`src/hw/sa_cfg_pkg.sv`:
```
`default_nettype none

package sa_cfg_pkg;

    // array geometry
    localparam int PE_SIZE    = 4;
    localparam int DATA_WIDTH = 8;
    localparam int PSUM_WIDTH = 32;

    // one signed operand
    typedef logic signed [DATA_WIDTH-1:0] data_t;

    // one signed partial sum
    typedef logic signed [PSUM_WIDTH-1:0] psum_t;

    // operands of one matrix row, element c in byte c
    typedef logic [PE_SIZE*DATA_WIDTH-1:0] row_t;

    // one sum per column, column c in slice c
    typedef logic [PE_SIZE*PSUM_WIDTH-1:0] psum_row_t;

    // one enable per row or column
    typedef logic [PE_SIZE-1:0] en_vec_t;

endpackage

`default_nettype wire

```
`src/hw/sa_pe.sv`:
```
`timescale 1ns/1ps
`default_nettype none

module sa_pe (
    input  logic              clk,
    input  logic              rst_n,
    input  sa_cfg_pkg::data_t ifmap_i,
    input  logic              ifmap_load_i,
    input  sa_cfg_pkg::data_t weight_i,
    input  logic              weight_en_i,
    input  sa_cfg_pkg::psum_t psum_i,
    output sa_cfg_pkg::data_t ifmap_o,
    output sa_cfg_pkg::data_t weight_o,
    output logic              weight_en_o,
    output sa_cfg_pkg::psum_t psum_o,
    output logic              psum_en_o
);

    sa_cfg_pkg::data_t ifmap_q;

    // stationary activation, shifts down only while loading
    always_ff @(posedge clk) begin
        if (ifmap_load_i) begin
            ifmap_q <= ifmap_i;
        end
    end

    assign ifmap_o = ifmap_q;

    // weight moves right, sum moves down
    always_ff @(posedge clk) begin
        weight_o <= weight_i;
        if (weight_en_i) begin
            psum_o <= psum_i + weight_i * ifmap_q;
        end
    end

    always_ff @(posedge clk or negedge rst_n) begin
        if (!rst_n) begin
            weight_en_o <= 1'b0;
            psum_en_o   <= 1'b0;
        end else begin
            weight_en_o <= weight_en_i;
            psum_en_o   <= weight_en_i;
        end
    end

endmodule

`default_nettype wire

```
`src/hw/sa_array.sv`:
```
`timescale 1ns/1ps
`default_nettype none

module sa_array (
    input  logic                  clk,
    input  logic                  rst_n,
    input  sa_cfg_pkg::row_t      ifmap_row_i,
    input  logic                  ifmap_preload_i,
    input  sa_cfg_pkg::row_t      weight_col_i,
    input  sa_cfg_pkg::en_vec_t   weight_en_i,
    output sa_cfg_pkg::psum_row_t psum_col_o,
    output sa_cfg_pkg::en_vec_t   psum_en_col_o
);

    typedef logic [$clog2(sa_cfg_pkg::PE_SIZE)-1:0] cnt_t;

    cnt_t load_cnt;
    logic load_en;

    // indexed [row][col]
    sa_cfg_pkg::data_t ifmap_w   [sa_cfg_pkg::PE_SIZE+1][sa_cfg_pkg::PE_SIZE];
    sa_cfg_pkg::data_t weight_w  [sa_cfg_pkg::PE_SIZE][sa_cfg_pkg::PE_SIZE+1];
    logic              wen_w     [sa_cfg_pkg::PE_SIZE][sa_cfg_pkg::PE_SIZE+1];
    sa_cfg_pkg::psum_t psum_w    [sa_cfg_pkg::PE_SIZE+1][sa_cfg_pkg::PE_SIZE];
    logic              psum_en_w [sa_cfg_pkg::PE_SIZE][sa_cfg_pkg::PE_SIZE];

    // stretch the one-cycle preload pulse over PE_SIZE cycles
    always_ff @(posedge clk or negedge rst_n) begin
        if (!rst_n) begin
            load_cnt <= '0;
        end else if (ifmap_preload_i) begin
            load_cnt <= cnt_t'(1);
        end else if (load_cnt != '0) begin
            load_cnt <= (load_cnt == cnt_t'(sa_cfg_pkg::PE_SIZE - 1)) ? '0 : load_cnt + 1'b1;
        end
    end

    assign load_en = ifmap_preload_i || (load_cnt != '0);

    for (genvar i = 0; i < sa_cfg_pkg::PE_SIZE; i++) begin : g_edge
        // top edge gets activations and zero sums
        assign ifmap_w[0][i] = ifmap_row_i[sa_cfg_pkg::DATA_WIDTH*i +: sa_cfg_pkg::DATA_WIDTH];
        assign psum_w[0][i]  = '0;
        // left edge gets one weight per row
        assign weight_w[i][0] = weight_col_i[sa_cfg_pkg::DATA_WIDTH*i +: sa_cfg_pkg::DATA_WIDTH];
        assign wen_w[i][0]    = weight_en_i[i];
        // bottom edge
        assign psum_col_o[sa_cfg_pkg::PSUM_WIDTH*i +: sa_cfg_pkg::PSUM_WIDTH] =
            psum_w[sa_cfg_pkg::PE_SIZE][i];
        assign psum_en_col_o[i] = psum_en_w[sa_cfg_pkg::PE_SIZE-1][i];
    end

    for (genvar r = 0; r < sa_cfg_pkg::PE_SIZE; r++) begin : g_row
        for (genvar c = 0; c < sa_cfg_pkg::PE_SIZE; c++) begin : g_col
            sa_pe u_pe (
                .clk          (clk),
                .rst_n        (rst_n),
                .ifmap_i      (ifmap_w[r][c]),
                .ifmap_load_i (load_en),
                .weight_i     (weight_w[r][c]),
                .weight_en_i  (wen_w[r][c]),
                .psum_i       (psum_w[r][c]),
                .ifmap_o      (ifmap_w[r+1][c]),
                .weight_o     (weight_w[r][c+1]),
                .weight_en_o  (wen_w[r][c+1]),
                .psum_o       (psum_w[r+1][c]),
                .psum_en_o    (psum_en_w[r][c])
            );
        end
    end

endmodule

`default_nettype wire

```
`config.mk`:
```
export PLATFORM = sky130hd
export DESIGN_NAME = sa_array
export DESIGN_NICKNAME = d
export VERILOG_FILES = /design/src/hw/sa_cfg_pkg.sv /design/src/hw/sa_pe.sv /design/src/hw/sa_array.sv
export SDC_FILE = /design/constraint.sdc
export NUM_CORES = 2
export LEC_CHECK = 0
export BUFFER_PORTS_ARGS = -buffer_cell sky130_fd_sc_hd__buf_2
export CAP_MARGIN = 20
export CORE_MARGIN = 1.5
export CORE_UTILIZATION = 50
export DETAILED_ROUTE_END_ITERATION = 10
export PLACE_DENSITY = 0.66
export SYNTH_ARGS = -nofsm -noshare
export SYNTH_HDL_FRONTEND = slang
export SYNTH_SLANG_ARGS = --single-unit
```
`constraint.sdc`:
```
create_clock -name clk -period 20.8 [get_ports clk]
set_clock_uncertainty 0.2 [all_clocks]
set_input_delay 1.04 -clock clk [delete_from_list [all_inputs] [get_ports clk]]
set_output_delay 1.04 -clock clk [all_outputs]
set_load 0.03 [all_outputs]
```
==> key figures <==
Cells and area
  • Final nets: 9163
  • P&R area growth vs syn: 8.642%
  • Share of layout cells above drive strength 1: 0.05396

Yosys
  • Syn Area/Cell: 10.34 sq um
  • Mapped Nets: 8882
  • Post-synth top area share: 0.2448
  • Post-Syn Area: 0.07359 sq mm
  • Count leader, synth: inv_1
  • Top cells by area, synth: fa_1 (24%), edfxtp_1 (24%), ha_1 (13%), inv_1 (7.1%), and2_1 (5.8%)
  • Post-synth top flop: edfxtp_1
  • Area leader, netlist: fa_1
  • Synth Instances: 7117
  • Post-synth ARST share: 0.02183
  • Seq/Total Area, Yosys: 0.2663
  • Top cells by count, synth: inv_1 (1386), fa_1 (900), ha_1 (794), and2_1 (678), edfxtp_1 (576)
  • EDFF count, synth: 576
  • Flop and latch count out of synthesis: 687
  • Synth cell types: 80
  • Warnings, synthesis: 0

Floorplan
  • Num rows: 140
  • Die H: 386.6 um
  • Starting Density: 0.5043
  • Die X-Extent: 386.6 um
  • DIE AREA: 0.1495 sq mm
  • Ports: 203
  • Core Area: 0.1459 sq mm

Clocking
  • TritonCTS Sinks: 687
  • Post-CTS setup buffer count: 0
  • TritonCTS clock tree: built
  • H-tree levels: 3
  • Longest Clk Path Bufs: 3
  • Reg clk slew, reported paths: 0.05 ns
  • Clk Latency, worst-skew pair: 0.72 ns
  • Num CTS Buffers: 86
  • CTS root buf: clkbuf_16
  • Post-CTS Resized: 0
  • Post-CTS Hold Buffers: 0

Worst setup path
  • Bufs and invs on worst path: 6
  • Slowest stage delay, CP: 0.54 ns
  • Worst Path Arrival: 7.90 ns
  • Startpoint Class: register
  • Most frequent CP cell: inv_1
  • CP endpoint kind: register
  • Worst setup path class: reg -> reg
  • CP max stage cell: edfxtp_1
  • Kind of cell adding the most delay to the critical path: adder cells
  • Crit-path max FO: 18
  • Req. time, crit path: 21.03 ns

Routing
  • Final ANT Viol Nets: 0
  • Average wire per cell in the routed design: 16.63 um
  • Vias per inst: 5.207
  • Via count: 48.91k
  • # DRC: 0
  • DRT iter0 DRCs: 2339
  • First drt pass iteration count: 7
  • Final wirelength: 156300 um

Timing
  • Slew margin rel.: 0.2983
  • Final TNS setup: 0 ns
  • # setup viols final: 0
  • Fmax: 130.4 MHz
  • Min Tclk post-route: 7.672 ns
  • Hold Fails Final Rpt: 0
  • Max-slew violations: 0
  • Tcrit/Tclk final: 0.3688
  • Least-Margin Pin Slew: 1.053 ns
  • RSZ-0062 raised after global routing: false

GRT
  • GRT Total Usage: 0.2137
  • Initial antenna violation count: 16
  • Largest net degree at the start of global routing: 68
  • GRT Residual Overflow: 0
  • First-pass GRT wire length: 258200 um
  • Vias in the first global route: 50.49k

Placed design
  • DP Wirelength: 127800 um
  • Final RePlAce weighted congestion: 0.8648
  • Buffers on Ports: 202

Outcome
  • Run status: completed

Min path
  • Hold WC Path Type: in -> async

Flow run
  • Max cap viols: 0
stage by stage:
step                      area, sq um  setup slack, ns  hold WS (ns)  std cells  utilization
after floorplan                 73590            12.82        0.1888       7117            -
after global placement          77040            12.08        0.2803       9226       0.5280
after detailed placement        77040            12.09        0.2779       9226       0.5280
after CTS                       79920            12.77        0.1349       9385       0.5477
after global routing            79940            12.60        0.1922       9388       0.5478
final                           79950            13.13        0.2048       9394       0.5479
cell usage in the layout, fill, tap and decap left out, types with 202 or more instances in the layout:
| master | Yosys | final |
|---|---|---|
| inv_1 | 1386 | 1386 |
| fa_1 | 900 | 900 |
| ha_1 | 794 | 794 |
| and2_1 | 678 | 678 |
| edfxtp_1 | 576 | 576 |
| xnor2_1 | 422 | 421 |
| nand2_1 | 390 | 390 |
| a21oi_1 | 318 | 318 |
| nor2_1 | 257 | 257 |
| buf_2 | 0 | 202 |
final cells by class:
type                       count  area (sq um)
fill                       12730         65960
multi-input combinational   5013         48680
sequential                   687         19600
inverter                    1386          5202
clock buffer                 123          2495
tap                         1917          2399
timing repair buffer         224          1184
clock inverter                36         377.9
antenna                        8         20.02
logic make-up (layout without fill, tap and decap cells):
family / count (synthesis) / count (layout) / share of synthesized area
AOI/OAI and AO/OA: 1002 / 1002 / 0.08831
xor gates and xnor gates: 534 / 534 / 0.06393
adders and majority gates: 1694 / 1694 / 0.3798
buffers and inverters: 1417 / 1769 / 0.07248
DFF: 687 / 687 / 0.2663
muxes: 18 / 18 / 0.002669
other: 0 / 8 / 0
and+or+nand+nor: 1765 / 1765 / 0.1265
per-layer routing:
metal / GRT usage / routed length, um / up-vias
met2: 0.3634 / 75170 / 741
met1: 0.2870 / 71370 / 24330
met3: 0.02506 / 5801 / 179
met5: 0 / 17 / -
li1: - / - / 23660
met4: 0.06231 / 3894 / 2
path summary, 6_finish.rpt:
check                                                endpoint  depth (start not counted)  slack, ns                               start
max                         g_row[2].g_col[3].u_pe.psum_o[31]                         31      13.13   g_row[2].g_col[3].u_pe.ifmap_o[2]
min in group clk           g_row[3].g_col[2].u_pe.weight_o[6]                          0       0.28  g_row[3].g_col[1].u_pe.weight_o[6]
max reg2reg                 g_row[2].g_col[3].u_pe.psum_o[31]                         31      13.13   g_row[2].g_col[3].u_pe.ifmap_o[2]
max in group asynchronous  g_row[3].g_col[0].u_pe.weight_en_o                          1      19.64                               rst_n
min                          g_row[3].g_col[2].u_pe.psum_en_o                          1       0.20                               rst_n
min reg2reg                g_row[3].g_col[2].u_pe.weight_o[6]                          0       0.28  g_row[3].g_col[1].u_pe.weight_o[6]
flip-flops by register name, indices dropped and copies added (netlist names):
register                      flops
g_row.g_col.u_pe.ifmap_o        128
load_cnt                          2
g_row.g_col.u_pe.weight_o        96
g_row.g_col.u_pe.weight_en_o     11
g_row.g_col.u_pe.psum_en_o        2
g_row.g_col.u_pe.psum_o         448
Power is left out: the tool's default activity adds up to more than one toggle a clock period on the data nets, which glitch-free logic cannot reach.
