===== src/hw/sa_cfg_pkg.sv =====
`default_nettype none

package sa_cfg_pkg;

    // array geometry
    localparam int PE_SIZE    = 4;
    localparam int DATA_WIDTH = 8;
    localparam int PSUM_WIDTH = 32;

    // one signed operand
    typedef logic signed [DATA_WIDTH-1:0] data_t;

    // one signed partial sum
    typedef logic signed [PSUM_WIDTH-1:0] psum_t;

    // operands of one matrix row, element c in byte c
    typedef logic [PE_SIZE*DATA_WIDTH-1:0] row_t;

    // one sum per column, column c in slice c
    typedef logic [PE_SIZE*PSUM_WIDTH-1:0] psum_row_t;

    // one enable per row or column
    typedef logic [PE_SIZE-1:0] en_vec_t;

endpackage

`default_nettype wire


===== src/hw/sa_bus_pkg.sv =====
`default_nettype none

package sa_bus_pkg;

    localparam int ADDR_WIDTH = 8;

    typedef logic [31:0]           word_t;
    typedef logic [ADDR_WIDTH-1:0] addr_t;

    // register map, byte addresses
    localparam addr_t ADDR_CTRL   = 8'h00;
    localparam addr_t ADDR_STATUS = 8'h04;
    // four rows each, row r at base + 4r
    localparam addr_t ADDR_X_BASE = 8'h10;
    localparam addr_t ADDR_W_BASE = 8'h20;
    // sixteen result words, R[t][c] at base + 16t + 4c
    localparam addr_t ADDR_R_BASE = 8'h40;

    // feeder sequencing
    typedef enum logic [1:0] {
        IDLE,
        PRELOAD,
        STREAM,
        DRAIN
    } feed_state_t;

endpackage

`default_nettype wire


===== src/hw/sa_wb_regs.sv =====
`timescale 1ns/1ps
`default_nettype none

module sa_wb_regs (
    input  logic                                                        clk,
    input  logic                                                        rst_n,
    input  logic                                                        cyc_i,
    input  logic                                                        stb_i,
    input  logic                                                        we_i,
    input  sa_bus_pkg::addr_t                                           adr_i,
    input  sa_bus_pkg::word_t                                           dat_i,
    input  logic [$bits(sa_bus_pkg::word_t)/8-1:0]                      sel_i,
    output sa_bus_pkg::word_t                                           dat_o,
    output logic                                                        ack_o,
    input  logic [$clog2(sa_cfg_pkg::PE_SIZE)-1:0]                      row_idx_i,
    output sa_cfg_pkg::row_t                                            x_row_o,
    output sa_cfg_pkg::row_t                                            w_row_o,
    output logic                                                        start_o,
    output logic                                                        clear_o,
    input  logic                                                        full_i,
    output logic [$clog2(sa_cfg_pkg::PE_SIZE*sa_cfg_pkg::PE_SIZE)-1:0]  res_idx_o,
    input  sa_cfg_pkg::psum_t                                           res_data_i
);

    logic                                  access;
    logic                                  hit_ctrl;
    logic                                  hit_status;
    logic                                  hit_x;
    logic                                  hit_w;
    logic                                  hit_res;
    logic [$clog2(sa_cfg_pkg::PE_SIZE)-1:0] op_row;
    logic                                  busy_q;
    logic                                  done_q;
    logic                                  start_q;
    sa_bus_pkg::word_t                     rd_word;
    sa_cfg_pkg::row_t                      x_mem [sa_cfg_pkg::PE_SIZE];
    sa_cfg_pkg::row_t                      w_mem [sa_cfg_pkg::PE_SIZE];

    // new request, not yet acked
    assign access = cyc_i && stb_i && !ack_o;

    assign hit_ctrl   = (adr_i == sa_bus_pkg::ADDR_CTRL);
    assign hit_status = (adr_i == sa_bus_pkg::ADDR_STATUS);
    assign hit_x      = (adr_i[7:4] == sa_bus_pkg::ADDR_X_BASE[7:4]);
    assign hit_w      = (adr_i[7:4] == sa_bus_pkg::ADDR_W_BASE[7:4]);
    assign hit_res    = (adr_i[7:6] == sa_bus_pkg::ADDR_R_BASE[7:6]);
    assign op_row     = adr_i[3:2];
    assign res_idx_o  = adr_i[5:2];

    always_ff @(posedge clk or negedge rst_n) begin
        if (!rst_n) begin
            ack_o   <= 1'b0;
            busy_q  <= 1'b0;
            done_q  <= 1'b0;
            start_q <= 1'b0;
        end else begin
            ack_o   <= access;
            start_q <= 1'b0;
            if (access && we_i && hit_ctrl && sel_i[0] && dat_i[0] && !busy_q) begin
                busy_q  <= 1'b1;
                done_q  <= 1'b0;
                start_q <= 1'b1;
            end else if (busy_q && full_i && !start_q) begin
                // full is stale until the clear pulse has landed
                busy_q <= 1'b0;
                done_q <= 1'b1;
            end
        end
    end

    assign start_o = start_q;
    assign clear_o = start_q;

    // operands frozen while a run is in flight
    always_ff @(posedge clk) begin
        if (access && we_i && !busy_q) begin
            for (int b = 0; b < $bits(sa_bus_pkg::word_t)/8; b++) begin
                if (sel_i[b] && hit_x) begin
                    x_mem[op_row][8*b +: 8] <= dat_i[8*b +: 8];
                end
                if (sel_i[b] && hit_w) begin
                    w_mem[op_row][8*b +: 8] <= dat_i[8*b +: 8];
                end
            end
        end
    end

    always_comb begin
        rd_word = '0;
        if (hit_status) begin
            rd_word[1:0] = {done_q, busy_q};
        end else if (hit_x) begin
            rd_word = x_mem[op_row];
        end else if (hit_w) begin
            rd_word = w_mem[op_row];
        end else if (hit_res) begin
            rd_word = res_data_i;
        end
    end

    always_ff @(posedge clk) begin
        if (access && !we_i) begin
            dat_o <= rd_word;
        end
    end

    assign x_row_o = x_mem[row_idx_i];
    assign w_row_o = w_mem[row_idx_i];

endmodule

`default_nettype wire


===== config.mk =====
export PLATFORM = sky130hd
export DESIGN_NAME = sa_wb_regs
export DESIGN_NICKNAME = d
export VERILOG_FILES = /design/src/hw/sa_cfg_pkg.sv /design/src/hw/sa_bus_pkg.sv /design/src/hw/sa_wb_regs.sv
export SDC_FILE = /design/constraint.sdc
export NUM_CORES = 1
export LEC_CHECK = 0
export ABC_AREA = 0
export BUFFER_PORTS_ARGS = -buffer_cell sky130_fd_sc_hd__buf_2
export CAP_MARGIN = 5
export CORE_MARGIN = 10
export CORE_UTILIZATION = 40
export CTS_CLUSTER_DIAMETER = 200
export DETAILED_ROUTE_END_ITERATION = 16
export PLACE_DENSITY = 0.56
export SYNTH_ARGS = -nofsm -noshare
export SYNTH_HDL_FRONTEND = slang
export SYNTH_SLANG_ARGS = --single-unit

===== constraint.sdc =====
create_clock -name clk -period 3 [get_ports clk]
set_clock_uncertainty 0.05 [all_clocks]
set_input_delay 0.75 -clock clk [delete_from_list [all_inputs] [get_ports clk]]
set_output_delay 0.75 -clock clk [all_outputs]
set_load 0.01 [all_outputs]

==> summary by stage <==
Die
The area of the die is 0.0397 mm^2. The starting utilization of the core area is between 40 and 50%. The number of core rows is 65. The floorplan step set the die width to between 150 and 200 um. 187 I/O pins were placed. The floorplan step defined a core boundary enclosing 0.0316 mm^2.

The die is 199 um tall.

CTS
TritonCTS built the clock tree. CTS placed an instance of clkbuf_16 at the clock tree root. The H-tree depth is 1.

In this run the post-CTS setup repair buffer count came out at 0. The clock net in this run drives a total of roughly 300 sinks. The number of buffers on the longest clock path is 3. Clock tree synthesis inserted a total of 31 buffers. For the worst-skew pair, the clock arrives at the later sink with an insertion delay of 0.56 ns. Clock-pin slew was measured on the worst setup and hold paths at 0.06 ns.

Critical path
The number of cells on the worst reg-to-reg path is 4. STA classifies the critical path startpoint as an input port. The critical path goes through buf_4, buf_12, mux4_2, buf_2.

The logic depth of the worst setup path including buffers is 4. In this run the critical register-to-register path is launched from ack_o. The sort of element at the end of the critical path is an output port. The critical path buffer and inverter count is 3. The dominant delay contributor by cell family on the critical path is multiplexers. The worst-path cell with the longest stage delay is mux4_2.

By startpoint and endpoint, the worst setup path is classified as input port to output port. The critical path's largest stage delay is approximately 0.59 ns. At the worst endpoint, the required time is 2.20 ns. Tracing the worst setup path back leads to its startpoint at row_idx_i[0]. Of all nets on the critical path, the largest fanout is 30. Data arrives at the worst endpoint at 1.95 ns.

GRT
The pin count of the biggest net entering global routing is 65. Global routing consumed, over all layers together, 17.4% of the routing resources. The number of global-route vias before repair is 8,150.

In the global route stage, met1 resource usage came out at 22.1%. The first global-routing pass estimated 51,400 um of wire. The met3 track utilization from global routing is roughly 3.8%.

The total global routing overflow is 0. The met2 track utilization from global routing is 29.4%. After global routing, the most crowded layer is met2.

The initial antenna violation count is 5.

Detailed routing
Detailed routing inserted a total of 7,409 vias. In this run the remaining antenna-violating nets after routing total 0. The first detailed-routing pass took 5 iterations.

The DRC violation count after routing is 0. The count of routing violations after the opening detailed-route iteration is 592. The detailed-route wire length per cell is 27.0 um.

Summed over all layers, the routed wires come to 34,900 um. Using the TritonRoute via totals, the vias-per-cell ratio works out to 5.73.

Logic synthesis
For this run, the register share of the synthesized area comes to roughly 68%. The unique cell type count in the Yosys netlist is 31. Yosys attributes the largest share of cell area to edfxtp_1, mux4_2, nor2_1, a221oi_1, buf_2.

The total standard cell area after synthesis is 0.0129 mm^2. The synthesis warning total is 0. In this run, synthesis produced a sequential element count of 292. The share of the synthesized area in the top cell type is 67.3%. The biggest area contributor in the post-synthesis netlist is edfxtp_1. The number of nets handed over by synthesis was approximately 720. After technology mapping, the gate count stands at 637.

A synthesized cell averages 20.2 um^2.

Finish
The fill cell total of the finished layout is 2,622. The synthesis-to-finish area growth is 21.1%. The fraction of layout instances using a drive strength above 1 is 47.7%.

The register area is 0.00875 mm^2. The multi-input combinational cells in the finished layout cover a total of 0.00381 mm^2. The library cell used most frequently in the layout, excluding fill and tap cells, is edfxtp_1. The library cells used most frequently in the layout, excluding fill and tap cells, are edfxtp_1, buf_2, mux4_2, nor2_1, buf_4. Measured on the finished design, the core utilization comes to 49.2%. The final layout contains 946 nets.

Worst hold path
The type of the most critical hold path is input port to flop. The startpoint identified for the worst hold timing path is dat_i[2]. Counting instances, the worst hold path has a depth of 1.

Power
The total power per unit cell area is 574 mW/mm^2. IR analysis of the VDD net gives a maximum drop of about 470 uV. For this design the static power due to leakage is 5.33 nW.

Placed design
Routability-driven placement finished with a final weighted congestion of 0.805. Input and output buffers added on the ports amount to ~190. The final HPWL from detailed placement is 24,100 um.

Job
The max capacitance violation total is 0.

Timing
The count of final max-slew check failures is 0. The worst pin sits at a relative slew slack of 61.6%. The number of hold violations in the final report came to 0.

The highest achievable clock rate is 364 MHz. The final critical path takes up between 90% and 100% of the cycle. The post-route minimum period is between 2 and 3 ns. The slew at the pin closest to its max-slew limit is 0.576 ns. The worst hold slack is 0.407 ns. The sum of negative setup slack is 0 ns.

Setup repair after global routing left no endpoint under its margin. Setup violations remaining at the end of the flow were counted as 0.

Status
The flow ran to the end, and the final reports show no timing, DRC or antenna violations.
[routing by layer]
layer | wire length [um] | up-vias
met2 | 17700 | 285
met5 | 0 | -
met3 | 2820 | 45
met4 | 716 | 0
li1 | - | 3167
met1 | 13700 | 3912
[where the power goes]
part	switching (mW)	leakage, nW	internal, mW
combinational	0.350	2.17	0.292
clock	1.48	0.496	2.30
sequential	0.00469	2.66	4.50
[cells in the mapped netlist, drive strengths merged]
library cell	count
a221oi	30
a41oi	2
and2b	1
and3b	1
buf	36
clkbuf	17
dfrtp	4
edfxtp	288
inv	1
mux4	128
nand2	7
nand2b	2
nand3	1
nand4	8
nor2	93
nor2b	2
nor3	3
nor3b	1
nor4b	2
o21ai	1
o31ai	1
o32a	1
o32ai	2
or2	2
or4	1
or4b	2
[final timing paths]
kind	to	slack [ns]
worst max-delay path	w_row_o[31]	0.25
worst min-delay path	x_mem[0][2]	0.41
worst max register to register	x_mem[1][24]	1.01
worst min register to register	done_q	0.52
max in group asynchronous	busy_q	2.26
min in group asynchronous	ack_o	0.50
[area by class of cell]
type                            instances  share of cell area (%)
Multi-Input combinational cell        291                    24.5
Tap cell                              402                    3.23
Antenna cell                            5                  0.0803
Sequential cell                       292                    56.2
Inverter                                1                  0.0241
Clock buffer                           37                    5.12
Clock inverter                         19                    1.37
Timing Repair Buffer                  245                    9.53
[worst register-to-register path: cells and delay by family, from the launching register on]
family,cells,cell delay (ns)
and+or+nand+nor,3,1.07
buffers and inverters,1,0.22
DFF,1,0.37
[what timing repair did]
| item | in CTS | in global routing |
|---|---|---|
| hold buffers | 1 | 0 |
| setup endpoints to repair | 0 | 0 |
| gates resized for setup | 0 | 0 |
| hold endpoints to repair | 4 | 0 |
[sequential cells by signal, indices dropped and copies added (netlist names)]
name,flops
ack_o,1
busy_q,1
clear_o,1
dat_o,32
done_q,1
w_mem,128
x_mem,128
[stage by stage]
step	instance area (um^2)	setup WS, ns	total power [mW]	instances
after floorplan	12900	0.373	4.95	637
after global placement	14500	0.264	5.23	1230
after detailed placement	14500	0.254	5.24	1230
after CTS	15600	0.249	9.04	1287
after global routing	15600	0.204	9.26	1288
final	15600	0.254	8.94	1292
[cell families after synthesis]
logic type             Yosys count  share of synthesized area (%)
AOI/OAI and AO/OA               37                           2.61
and+or+nand+nor                126                           4.57
muxes                          128                           22.4
buffers and inverters           54                           2.36
DFF                            292                           68.0
Power figures use the tool's default switching activity.
