--- config.mk ---
export PLATFORM = sky130hd
export DESIGN_NAME = sa_result_buf
export DESIGN_NICKNAME = d
export VERILOG_FILES = /design/src/hw/sa_cfg_pkg.sv /design/src/hw/sa_result_buf.sv
export SDC_FILE = /design/constraint.sdc
export NUM_CORES = 1
export LEC_CHECK = 0
export BUFFER_PORTS_ARGS = -buffer_cell sky130_fd_sc_hd__buf_2
export CORE_MARGIN = 4
export CORE_UTILIZATION = 38
export CTS_BUF_LIST = sky130_fd_sc_hd__clkbuf_4 sky130_fd_sc_hd__clkbuf_8
export CTS_CLUSTER_SIZE = 24
export DETAILED_ROUTE_END_ITERATION = 12
export GPL_TIMING_DRIVEN = 0
export HOLD_SLACK_MARGIN = 0.08
export PLACE_DENSITY_LB_ADDON = 0.05
export SETUP_SLACK_MARGIN = 0.2
export SYNTH_ARGS = -nofsm -noshare
export SYNTH_HDL_FRONTEND = slang
export SYNTH_SLANG_ARGS = --single-unit
export TNS_END_PERCENT = 30
--- constraint.sdc ---
create_clock -name clk -period 7.92 [get_ports clk]
set_input_delay 2.376 -clock clk [delete_from_list [all_inputs] [get_ports clk]]
set_output_delay 2.376 -clock clk [all_outputs]
set_load 0.1 [all_outputs]
--- src/hw/sa_cfg_pkg.sv ---
`default_nettype none

package sa_cfg_pkg;

    // array geometry
    localparam int PE_SIZE    = 4;
    localparam int DATA_WIDTH = 8;
    localparam int PSUM_WIDTH = 32;

    // one signed operand
    typedef logic signed [DATA_WIDTH-1:0] data_t;

    // one signed partial sum
    typedef logic signed [PSUM_WIDTH-1:0] psum_t;

    // operands of one matrix row, element c in byte c
    typedef logic [PE_SIZE*DATA_WIDTH-1:0] row_t;

    // one sum per column, column c in slice c
    typedef logic [PE_SIZE*PSUM_WIDTH-1:0] psum_row_t;

    // one enable per row or column
    typedef logic [PE_SIZE-1:0] en_vec_t;

endpackage

`default_nettype wire

--- src/hw/sa_result_buf.sv ---
`timescale 1ns/1ps
`default_nettype none

module sa_result_buf (
    input  logic                                                        clk,
    input  logic                                                        rst_n,
    input  logic                                                        clear_i,
    input  sa_cfg_pkg::psum_row_t                                       psum_col_i,
    input  sa_cfg_pkg::en_vec_t                                         psum_en_col_i,
    input  logic [$clog2(sa_cfg_pkg::PE_SIZE*sa_cfg_pkg::PE_SIZE)-1:0]  rd_idx_i,
    output sa_cfg_pkg::psum_t                                           rd_data_o,
    output logic                                                        full_o
);

    // counts 0 to PE_SIZE, one extra bit for the full value
    typedef logic [$clog2(sa_cfg_pkg::PE_SIZE):0] cnt_t;

    cnt_t                col_cnt [sa_cfg_pkg::PE_SIZE];
    sa_cfg_pkg::en_vec_t col_done;
    sa_cfg_pkg::psum_t   res_mem [sa_cfg_pkg::PE_SIZE*sa_cfg_pkg::PE_SIZE];

    always_comb begin
        for (int c = 0; c < sa_cfg_pkg::PE_SIZE; c++) begin
            col_done[c] = (col_cnt[c] == cnt_t'(sa_cfg_pkg::PE_SIZE));
        end
    end

    always_ff @(posedge clk or negedge rst_n) begin
        if (!rst_n) begin
            for (int c = 0; c < sa_cfg_pkg::PE_SIZE; c++) begin
                col_cnt[c] <= '0;
            end
        end else begin
            for (int c = 0; c < sa_cfg_pkg::PE_SIZE; c++) begin
                if (clear_i) begin
                    col_cnt[c] <= '0;
                end else if (psum_en_col_i[c] && !col_done[c]) begin
                    col_cnt[c] <= col_cnt[c] + 1'b1;
                end
            end
        end
    end

    // column c, output t lands in slot 4t + c
    // reads zero until the first run
    always_ff @(posedge clk or negedge rst_n) begin
        if (!rst_n) begin
            for (int i = 0; i < sa_cfg_pkg::PE_SIZE*sa_cfg_pkg::PE_SIZE; i++) begin
                res_mem[i] <= '0;
            end
        end else begin
            for (int c = 0; c < sa_cfg_pkg::PE_SIZE; c++) begin
                if (psum_en_col_i[c] && !col_done[c]) begin
                    res_mem[sa_cfg_pkg::PE_SIZE*col_cnt[c] + c] <=
                        psum_col_i[sa_cfg_pkg::PSUM_WIDTH*c +: sa_cfg_pkg::PSUM_WIDTH];
                end
            end
        end
    end

    assign rd_data_o = res_mem[rd_idx_i];
    assign full_o    = &col_done;

endmodule

`default_nettype wire

==> results.sh, run 1 <==
export IMPL_root_buffer="clkbuf_8"
export IMPL_wl_per_cell_um=33.5
export IMPL_routabilityCongestion=0.771
export IMPL_hold_buffers=0
export IMPL_synth_area_um2=23500
export IMPL_die_h_um=257
export IMPL_path_max_fanout=10
export IMPL_ioPinCount=172
export IMPL_m1WireLength_mm=38.0
export IMPL_placeableCoreArea_um2=60800
export IMPL_highest_layer="met5"
export IMPL_leakagePower_nw=12.2
export IMPL_clk_pin_slew_ns=0.05
export IMPL_ys_seq_area_share_pct=55.8
export IMPL_wl_met3_mm=4.94
export IMPL_ir_drop_uv=167
export IMPL_drive_gt1_share_pct=58.6
export IMPL_drv_cap=0
export IMPL_clock_latency_ns=0.70
export IMPL_syn2layout_area_growth_pct=17.1
export IMPL_synth_top_area_share_pct=55.8
export IMPL_final_nets=1878
export IMPL_fin_crit_sh_pct=91.9
export IMPL_drcViolationCount=0
export IMPL_cp_end_kind="output port"
export IMPL_startpoint="rd_idx_i[3]"
export IMPL_numPortBuffers=169
export IMPL_wl_met2_mm=41.0
export IMPL_ys_warnings_count=0
export IMPL_hp_class="reg -> reg"
export IMPL_die_w_um=257
export IMPL_ys_types=24
export IMPL_cp_start_kind="primary input"
export IMPL_final_cell_mix="dfrtp_1, mux2_2, buf_2"
export IMPL_fin_setup_tns_ns=0
export IMPL_status="finished clean"
export IMPL_worst_ep_arrival_time_ns=4.90
export IMPL_maxSlewHeadroom_pct=21.5
export IMPL_start_util_pct=38.6
export IMPL_antenna_left=0
export IMPL_drt_wl_total_mm=86.1
export IMPL_synth_area_top_cells="dfrtp_1, mux2_2, mux4_2"
export IMPL_vias=14568
export IMPL_layout_commonest_cell="dfrtp_1"
export IMPL_rsz0062_at_grt="no"
export IMPL_multi_input_area_um2=9870
export IMPL_ys_seq_elements=524
export IMPL_n_fill_cell=5531
export IMPL_pwr_density_cell_nw_per_um2=343
export IMPL_r2r_start="col_cnt[0]"
export IMPL_cts_sinks=524
export IMPL_grt_first_pass_wirelength_mm=121
export IMPL_cts_tree="yes"
export IMPL_skew_ns=0.0276
export IMPL_cts_repair_resized=0
export IMPL_dp_hpwl_mm=54.4
export IMPL_cts_buffer_depth=3
export IMPL_die_area_um2=65900
export IMPL_synth_avg_cell_area_um2=16.2
export IMPL_finalHoldViolCount=0
export IMPL_cts_setup_buffers=0
export IMPL_antenna_found_initial=6
export IMPL_htreeDepth=3
export IMPL_clock_fmax_mhz=137
export IMPL_std_cell_rows=90
export IMPL_tritoncts_num_buffers=94
export IMPL_syn_inst=1448
export IMPL_layoutNonFillerInstCount=2573
export IMPL_required_ns=5.54
export IMPL_report_final_slew_viol_count=0
export IMPL_min_period_ns=7.28
export IMPL_seq_area_um2=13100
export IMPL_criticalPathCategory="in -> out"
export IMPL_grt_usage_pct=26.1
export IMPL_dp_cells=2404
export IMPL_grt_max_degree=113
export IMPL_yosysTopAreaCell="dfrtp_1"
export IMPL_syn_num_nets=1608
export IMPL_reg2reg_slack_ns=5.30
export IMPL_drt_initial_drc_count=1085
export IMPL_globalRouteOverflowTotal=0
export IMPL_hold_start="res_mem[268]"
export IMPL_setup_violations=0
export IMPL_routed_via_density=5.66
export IMPL_first_pass_iters=5
export IMPL_worstMarginPinSlew_ns=1.18
export IMPL_grt_pass1_vias=15690
==> cell usage after synthesis <==
library cell and number:
a21boi_2 4, a21oi_1 4, a22oi_1 64, and2_1 1, buf_1 9, buf_2 56
buf_4 9, clkbuf_1 18, dfrtp_1 524, ha_1 21, inv_1 16, mux2_1 4
mux2_2 508, mux2i_1 4, mux4_2 128, nand2_1 45, nand2b_1 4, nand3_1 1
nand4_1 2, nor2_1 10, nor2b_1 6, o211ai_2 2, o21ai_0 4, xnor2_1 4
==> where the power goes <==
group	internal (mW)	leakage (nW)	switching, mW
clock	1.56	1.08	1.17
sequential	3.67	6.41	0.499
combinational	1.29	4.74	1.26
total	6.52	12.2	2.92
==> final timing paths <==
path,cells past startpoint,to
min,1,res_mem[268]
min in group asynchronous,1,res_mem[211]
max reg2reg,6,res_mem[142]
max,7,rd_data_o[7]
min reg2reg,1,res_mem[268]
max in group asynchronous,3,res_mem[363]
==> worst max-delay path: stages <==
cell and delay [ns]:
buf_2 0.15, nor2b_1 0.14, clkbuf_1 0.45, clkbuf_1 0.86, a22oi_1 0.21, nand2_1 0.24
buf_2 0.47
==> metal layers <==
metal	track usage (%)	vias up
li1	-	5997
met1	36.1	8004
met2	41.9	443
met3	6.22	122
met4	6.80	2
met5	0	-
==> registers in the layout (all words and copies together), names as in the netlist <==
register and flops:
res_mem 512, col_cnt 12
==> cells by family after synthesis <==
group / share of synthesized area, %
flip-flops: 55.8
multiplexers: 37.0
XOR/XNOR: 0.149
adder cells (fa/ha/maj): 1.12
buffers and inverters: 2.17
AND/OR/NAND/NOR: 1.25
AO/OA/AOI/OAI: 2.51
==> metrics by stage <==
step | hold slack [ns] | util (%) | worst slack [ns] | cell area [um^2] | power, mW
6_report | 0.493 | 45.2 | 0.641 | 27500 | 9.45
5_1_grt | 0.511 | 45.2 | 0.676 | 27500 | 9.88
4_1_cts | 0.498 | 45.2 | 0.669 | 27500 | 9.50
3_5_place_dp | 0.486 | 41.9 | 0.665 | 25500 | 6.74
3_3_place_gp | 0.472 | 41.6 | -6.78 | 25300 | 6.66
2_1_floorplan | 0.459 | - | 1.48 | 23500 | 5.99
==> area by class of cell <==
type                    count  share of cell area [%]
flip-flops and latches    524                    47.7
clock buffers             159                    7.21
well taps                 782                    3.56
repair buffers            174                    3.61
clock inverters             8                   0.177
inverters                  16                   0.218
diodes                      2                  0.0182
plain buffers              92                    1.63
multi-input cells         816                    35.9
No activity file was read; power rests on OpenSTA's default activity.
==> run 2: changes to the inputs <==
--- a/config.mk
+++ b/config.mk
@@ -6,6 +6,7 @@
 export NUM_CORES = 1
 export LEC_CHECK = 0
 export BUFFER_PORTS_ARGS = -buffer_cell sky130_fd_sc_hd__buf_2
+export CORE_ASPECT_RATIO = 0.9
 export CORE_MARGIN = 4
 export CORE_UTILIZATION = 38
 export CTS_BUF_LIST = sky130_fd_sc_hd__clkbuf_4 sky130_fd_sc_hd__clkbuf_8
==> run 2 against run 1 <==
First-iteration DRC count decreased by 15%. Hold slack worse by 0.0011 ns. Register-to-register slack gained 0.04 ns. Clock skew up 0.0054 ns. Power decreased by 0.31%. Routed wire length is 2.4% lower. Sequential power hardly changed. Global-route usage shrank 0.46 points. Count of clock-buffer cells in the layout is 12 lower. Largest cell class unchanged.
==> results.sh, run 2 (synthesis results as in run 1) <==
export IMPL_hold_start="res_mem[268]"
export IMPL_p_sw_share_pct=30.7
export IMPL_n_fill_cell=5536
export IMPL_routed_via_density=5.63
export IMPL_path_max_fanout=10
export IMPL_ioPinCount=172
export IMPL_multi_input_area_um2=9870
export IMPL_worst_ep_arrival_time_ns=4.88
export IMPL_root_buffer="clkbuf_8"
export IMPL_syn2layout_area_growth_pct=17.0
export IMPL_leakagePower_nw=12.2
export IMPL_hold_ws_ns=0.491
export IMPL_cts_repair_resized=0
export IMPL_cts_setup_buffers=0
export IMPL_grt_pass1_vias=15570
export IMPL_cp_start_kind="primary input"
export IMPL_numPortBuffers=169
export IMPL_r2r_start="col_cnt[0]"
export IMPL_ir_drop_uv=121
export IMPL_routabilityCongestion=0.782
export IMPL_htreeDepth=3
export IMPL_antenna_left=0
export IMPL_grt_max_degree=114
export IMPL_clock_latency_ns=0.69
export IMPL_criticalPathCategory="in -> out"
export IMPL_clock_fmax_mhz=138
export IMPL_placeableCoreArea_um2=61200
export IMPL_min_period_ns=7.26
export IMPL_tritoncts_num_buffers=92
export IMPL_reg_largest_list="res_mem (512), col_cnt (12)"
export IMPL_worstMarginPinSlew_ns=1.43
export IMPL_cts_sinks=524
export IMPL_cts_tree="yes"
export IMPL_power_mw=9.42
export IMPL_p_seq_share_pct=44.1
export IMPL_wl_per_cell_um=32.6
export IMPL_startpoint="rd_idx_i[1]"
export IMPL_die_w_um=270
export IMPL_cp_end_kind="output port"
export IMPL_seq_area_um2=13100
export IMPL_final_cell_mix="dfrtp_1, mux2_2, buf_2"
export IMPL_report_final_slew_viol_count=0
export IMPL_required_ns=5.54
export IMPL_drt_wl_total_mm=84.0
export IMPL_rsz0062_at_grt="no"
export IMPL_hp_class="reg -> reg"
export IMPL_drcViolationCount=0
export IMPL_finalHoldViolCount=0
export IMPL_skew_ns=0.0330
export IMPL_antenna_found_initial=5
export IMPL_status="finished clean"
export IMPL_drive_gt1_share_pct=58.5
export IMPL_layout_commonest_cell="dfrtp_1"
export IMPL_maxSlewHeadroom_pct=4.40
export IMPL_pwr_density_cell_nw_per_um2=343
export IMPL_setup_violations=0
export IMPL_grt_usage_pct=25.7
export IMPL_cts_buffer_depth=3
export IMPL_largest_register_ffs=512
export IMPL_grt_first_pass_wirelength_mm=118
export IMPL_p_comb_share_pct=26.8
export IMPL_clk_pin_slew_ns=0.05
export IMPL_std_cell_rows=86
export IMPL_start_util_pct=38.4
export IMPL_die_h_um=244
export IMPL_fin_crit_sh_pct=91.7
export IMPL_hold_buffers=0
export IMPL_power_internal_mw=6.52
export IMPL_drt_initial_drc_count=918
export IMPL_dp_hpwl_mm=54.2
export IMPL_first_pass_iters=5
export IMPL_globalRouteOverflowTotal=0
export IMPL_die_area_um2=65900
export IMPL_vias=14514
export IMPL_p_sw_mw=2.89
export IMPL_final_nets=1875
export IMPL_clockPowerShare_pct=29.0
export IMPL_top_register="res_mem"
export IMPL_drv_cap=0
## run 2: path summary, 6_finish.rpt
path                                 end  slack, ns  cells after the start
setup / recovery           rd_data_o[28]       0.66                      6
hold / removal              res_mem[268]       0.49                      1
setup reg to reg            res_mem[158]       5.34                      6
hold reg to reg             res_mem[268]       0.49                      1
max in group asynchronous   res_mem[205]       4.56                      3
min in group asynchronous    res_mem[25]       1.74                      1
## run 2: critical path, cell delays in order
cell	delay (ns)
buf_2	0.23
buf_1	1.08
mux4_2	0.44
a22oi_1	0.07
nand2_1	0.21
buf_2	0.46
## run 2: layout make-up
class | count | share of cell area, %
clock inverter | 16 | 0.524
tap | 792 | 3.61
antenna | 2 | 0.0182
inverter | 16 | 0.219
sequential | 524 | 47.7
timing repair buffer | 173 | 3.51
multi-input combinational | 816 | 35.9
buffer | 92 | 1.63
clock buffer | 147 | 6.86
## run 2: power by group through the flow
stage	clock network (mW)	logic [mW]	registers (mW)
floorplan	0	2.00	3.99
global placement	0	2.49	4.15
detailed placement	0	2.55	4.17
CTS	2.80	2.55	4.13
global route	2.92	2.70	4.25
finish	2.74	2.53	4.15
## run 2: stage by stage
stage	std cells	util, %	cell area [um^2]	setup TNS, ns	setup slack [ns]
finish	2578	44.9	27500	0	0.661
global route	2578	44.9	27500	0	0.646
floorplan	1448	-	23500	0	1.48
global placement	2409	41.4	25300	-3532.46	-6.81
CTS	2576	44.9	27500	0	0.704
detailed placement	2413	41.6	25400	0	0.708
## run 2: metal layers
metal / wire length (um) / track usage, % / share of wire [%] / up-vias
met5: 14 / 0 / 0.017 / -
met4: 2410 / 7.34 / 2.9 / 2
met3: 5050 / 6.36 / 6.0 / 153
met2: 39800 / 41.5 / 47 / 438
met1: 36700 / 34.7 / 44 / 7924
li1: - / - / - / 5997
==> run 3: changes to the inputs <==
--- a/config.mk
+++ b/config.mk
@@ -8,7 +8,7 @@
 export BUFFER_PORTS_ARGS = -buffer_cell sky130_fd_sc_hd__buf_2
 export CORE_ASPECT_RATIO = 0.9
 export CORE_MARGIN = 4
-export CORE_UTILIZATION = 38
+export CORE_UTILIZATION = 35
 export CTS_BUF_LIST = sky130_fd_sc_hd__clkbuf_4 sky130_fd_sc_hd__clkbuf_8
 export CTS_CLUSTER_SIZE = 24
 export DETAILED_ROUTE_END_ITERATION = 12
==> run 3 against run 2 <==
Final cell count up 2.6%. Cell area barely moved. Hold slack improved by 0.0080 ns. Flip-flop and latch count is the same. Power decreased by 0.91%. Count of clock-buffer cells in the layout up 5. Clock power down 4%. Routed wire length up 3.2%. Die area up 8.3%. Critical path depth stayed put. Critical path type unchanged. Largest power group unchanged. Highest routed layer unchanged.
==> results.sh, run 3 (synthesis results as in run 1) <==
export IMPL_hold_start="res_mem[34]"
export IMPL_first_pass_iters=4
export IMPL_ir_drop_uv=173
export IMPL_hold_buffers=0
export IMPL_std_cell_rows=89
export IMPL_globalRouteOverflowTotal=0
export IMPL_grt_max_degree=116
export IMPL_clock_latency_ns=0.69
export IMPL_grt_usage_pct=24.5
export IMPL_placeableCoreArea_um2=66000
export IMPL_htreeDepth=3
export IMPL_cts_sinks=524
export IMPL_clock_fmax_mhz=137
export IMPL_largest_register_ffs=512
export IMPL_top_register="res_mem"
export IMPL_maxSlewHeadroom_pct=13.6
export IMPL_routabilityCongestion=0.768
export IMPL_cp_start_kind="primary input"
export IMPL_required_ns=5.54
export IMPL_ioPinCount=172
export IMPL_routed_via_density=5.46
export IMPL_criticalPathCategory="in -> out"
export IMPL_grt_first_pass_wirelength_mm=121
export IMPL_antenna_found_initial=7
export IMPL_r2r_start="col_cnt[0]"
export IMPL_min_period_ns=7.30
export IMPL_drt_initial_drc_count=1017
export IMPL_path_max_fanout=10
export IMPL_syn2layout_area_growth_pct=17.1
export IMPL_reg2reg_slack_ns=5.31
export IMPL_die_w_um=281
export IMPL_tritoncts_num_buffers=91
export IMPL_fin_setup_tns_ns=0
export IMPL_die_area_um2=71300
export IMPL_final_nets=1875
export IMPL_layoutNonFillerInstCount=2646
export IMPL_rsz0062_at_grt="no"
export IMPL_cts_tree="yes"
export IMPL_reg2reg_to="res_mem[141]"
export IMPL_report_final_slew_viol_count=0
export IMPL_layout_commonest_cell="dfrtp_1"
export IMPL_setup_slack_ns=0.624
export IMPL_cp_end_kind="output port"
export IMPL_hold_depth=1
export IMPL_hold_ws_ns=0.499
export IMPL_hp_class="reg -> reg"
export IMPL_reg2reg_depth=6
export IMPL_vias=14436
export IMPL_dp_hpwl_mm=56.0
export IMPL_cts_buffer_depth=3
export IMPL_wl_per_cell_um=32.8
export IMPL_dp_cells=2486
export IMPL_cts_repair_resized=0
export IMPL_root_buffer="clkbuf_8"
export IMPL_reg_largest_list="res_mem (512), col_cnt (12)"
export IMPL_dp_slack_ns=0.725
export IMPL_skew_ns=0.0279
export IMPL_drcViolationCount=0
export IMPL_fin_crit_sh_pct=92.1
export IMPL_utilization_pct=41.6
export IMPL_drv_cap=0
export IMPL_hold_end="res_mem[34]"
export IMPL_clk_pin_slew_ns=0.06
export IMPL_grt_pass1_vias=15537
export IMPL_worstMarginPinSlew_ns=1.30
export IMPL_pwr_density_cell_nw_per_um2=339
export IMPL_cts_setup_buffers=0
export IMPL_drive_gt1_share_pct=58.3
export IMPL_numPortBuffers=169
export IMPL_fin_area_um2=27500
export IMPL_setup_violations=0
export IMPL_die_h_um=254
export IMPL_final_cell_mix="dfrtp_1, mux2_2, buf_2"
export IMPL_antenna_left=0
export IMPL_status="finished clean"
export IMPL_drt_wl_total_mm=86.7
export IMPL_leakagePower_nw=12.2
export IMPL_start_util_pct=35.6
export IMPL_power_mw=9.33
export IMPL_finalHoldViolCount=0
export IMPL_dpl_cell_area_um2=25600
export IMPL_worst_ep_arrival_time_ns=4.92
==> run 3: final cells by class <==
cell class / count / area, um^2
Tap cell: 864 / 1080
Clock inverter: 4 / 47.5
Multi-Input combinational cell: 816 / 9870
Fill cell: 6090 / 38500
Inverter: 16 / 60.1
Buffer: 92 / 449
Timing Repair Buffer: 174 / 993
Sequential cell: 524 / 13100
Antenna cell: 4 / 10.0
Clock buffer: 152 / 1880
==> run 3: report_power, final <==
| group | switching (mW) | internal [mW] |
|---|---|---|
| Clock | 1.13 | 1.51 |
| Sequential | 0.485 | 3.67 |
| Combinational | 1.25 | 1.29 |
| Total | 2.86 | 6.47 |
==> run 3: worst max-delay path by stage <==
stage | start | slack, ns | cells past startpoint | to
after detailed placement | rd_idx_i[1] | 0.72 | 6 | rd_data_o[28]
after global placement | rst_n | -6.99 | 1 | res_mem[429]
after floorplan | rd_idx_i[0] | 1.48 | 5 | rd_data_o[12]
final | rd_idx_i[1] | 0.62 | 6 | rd_data_o[9]
after CTS | rd_idx_i[1] | 0.72 | 6 | rd_data_o[28]
after global routing | rd_idx_i[1] | 0.64 | 6 | rd_data_o[24]
==> run 3: layer usage <==
layer  global-route usage (%)  vias to the layer above  routed length [um]
li1                         -                     5993                   -
met1                     34.4                     7957               39300
met2                     40.1                      376               41800
met3                     4.77                      108                3910
met4                     5.31                        2                1680
met5                        0                        -                   7
==> run 3: critical path, cell delays in order <==
cell and delay, ns:
clkbuf_1 0.88, buf_2 0.61, mux4_2 0.40, a22oi_1 0.16, nand2_1 0.15, buf_2 0.33
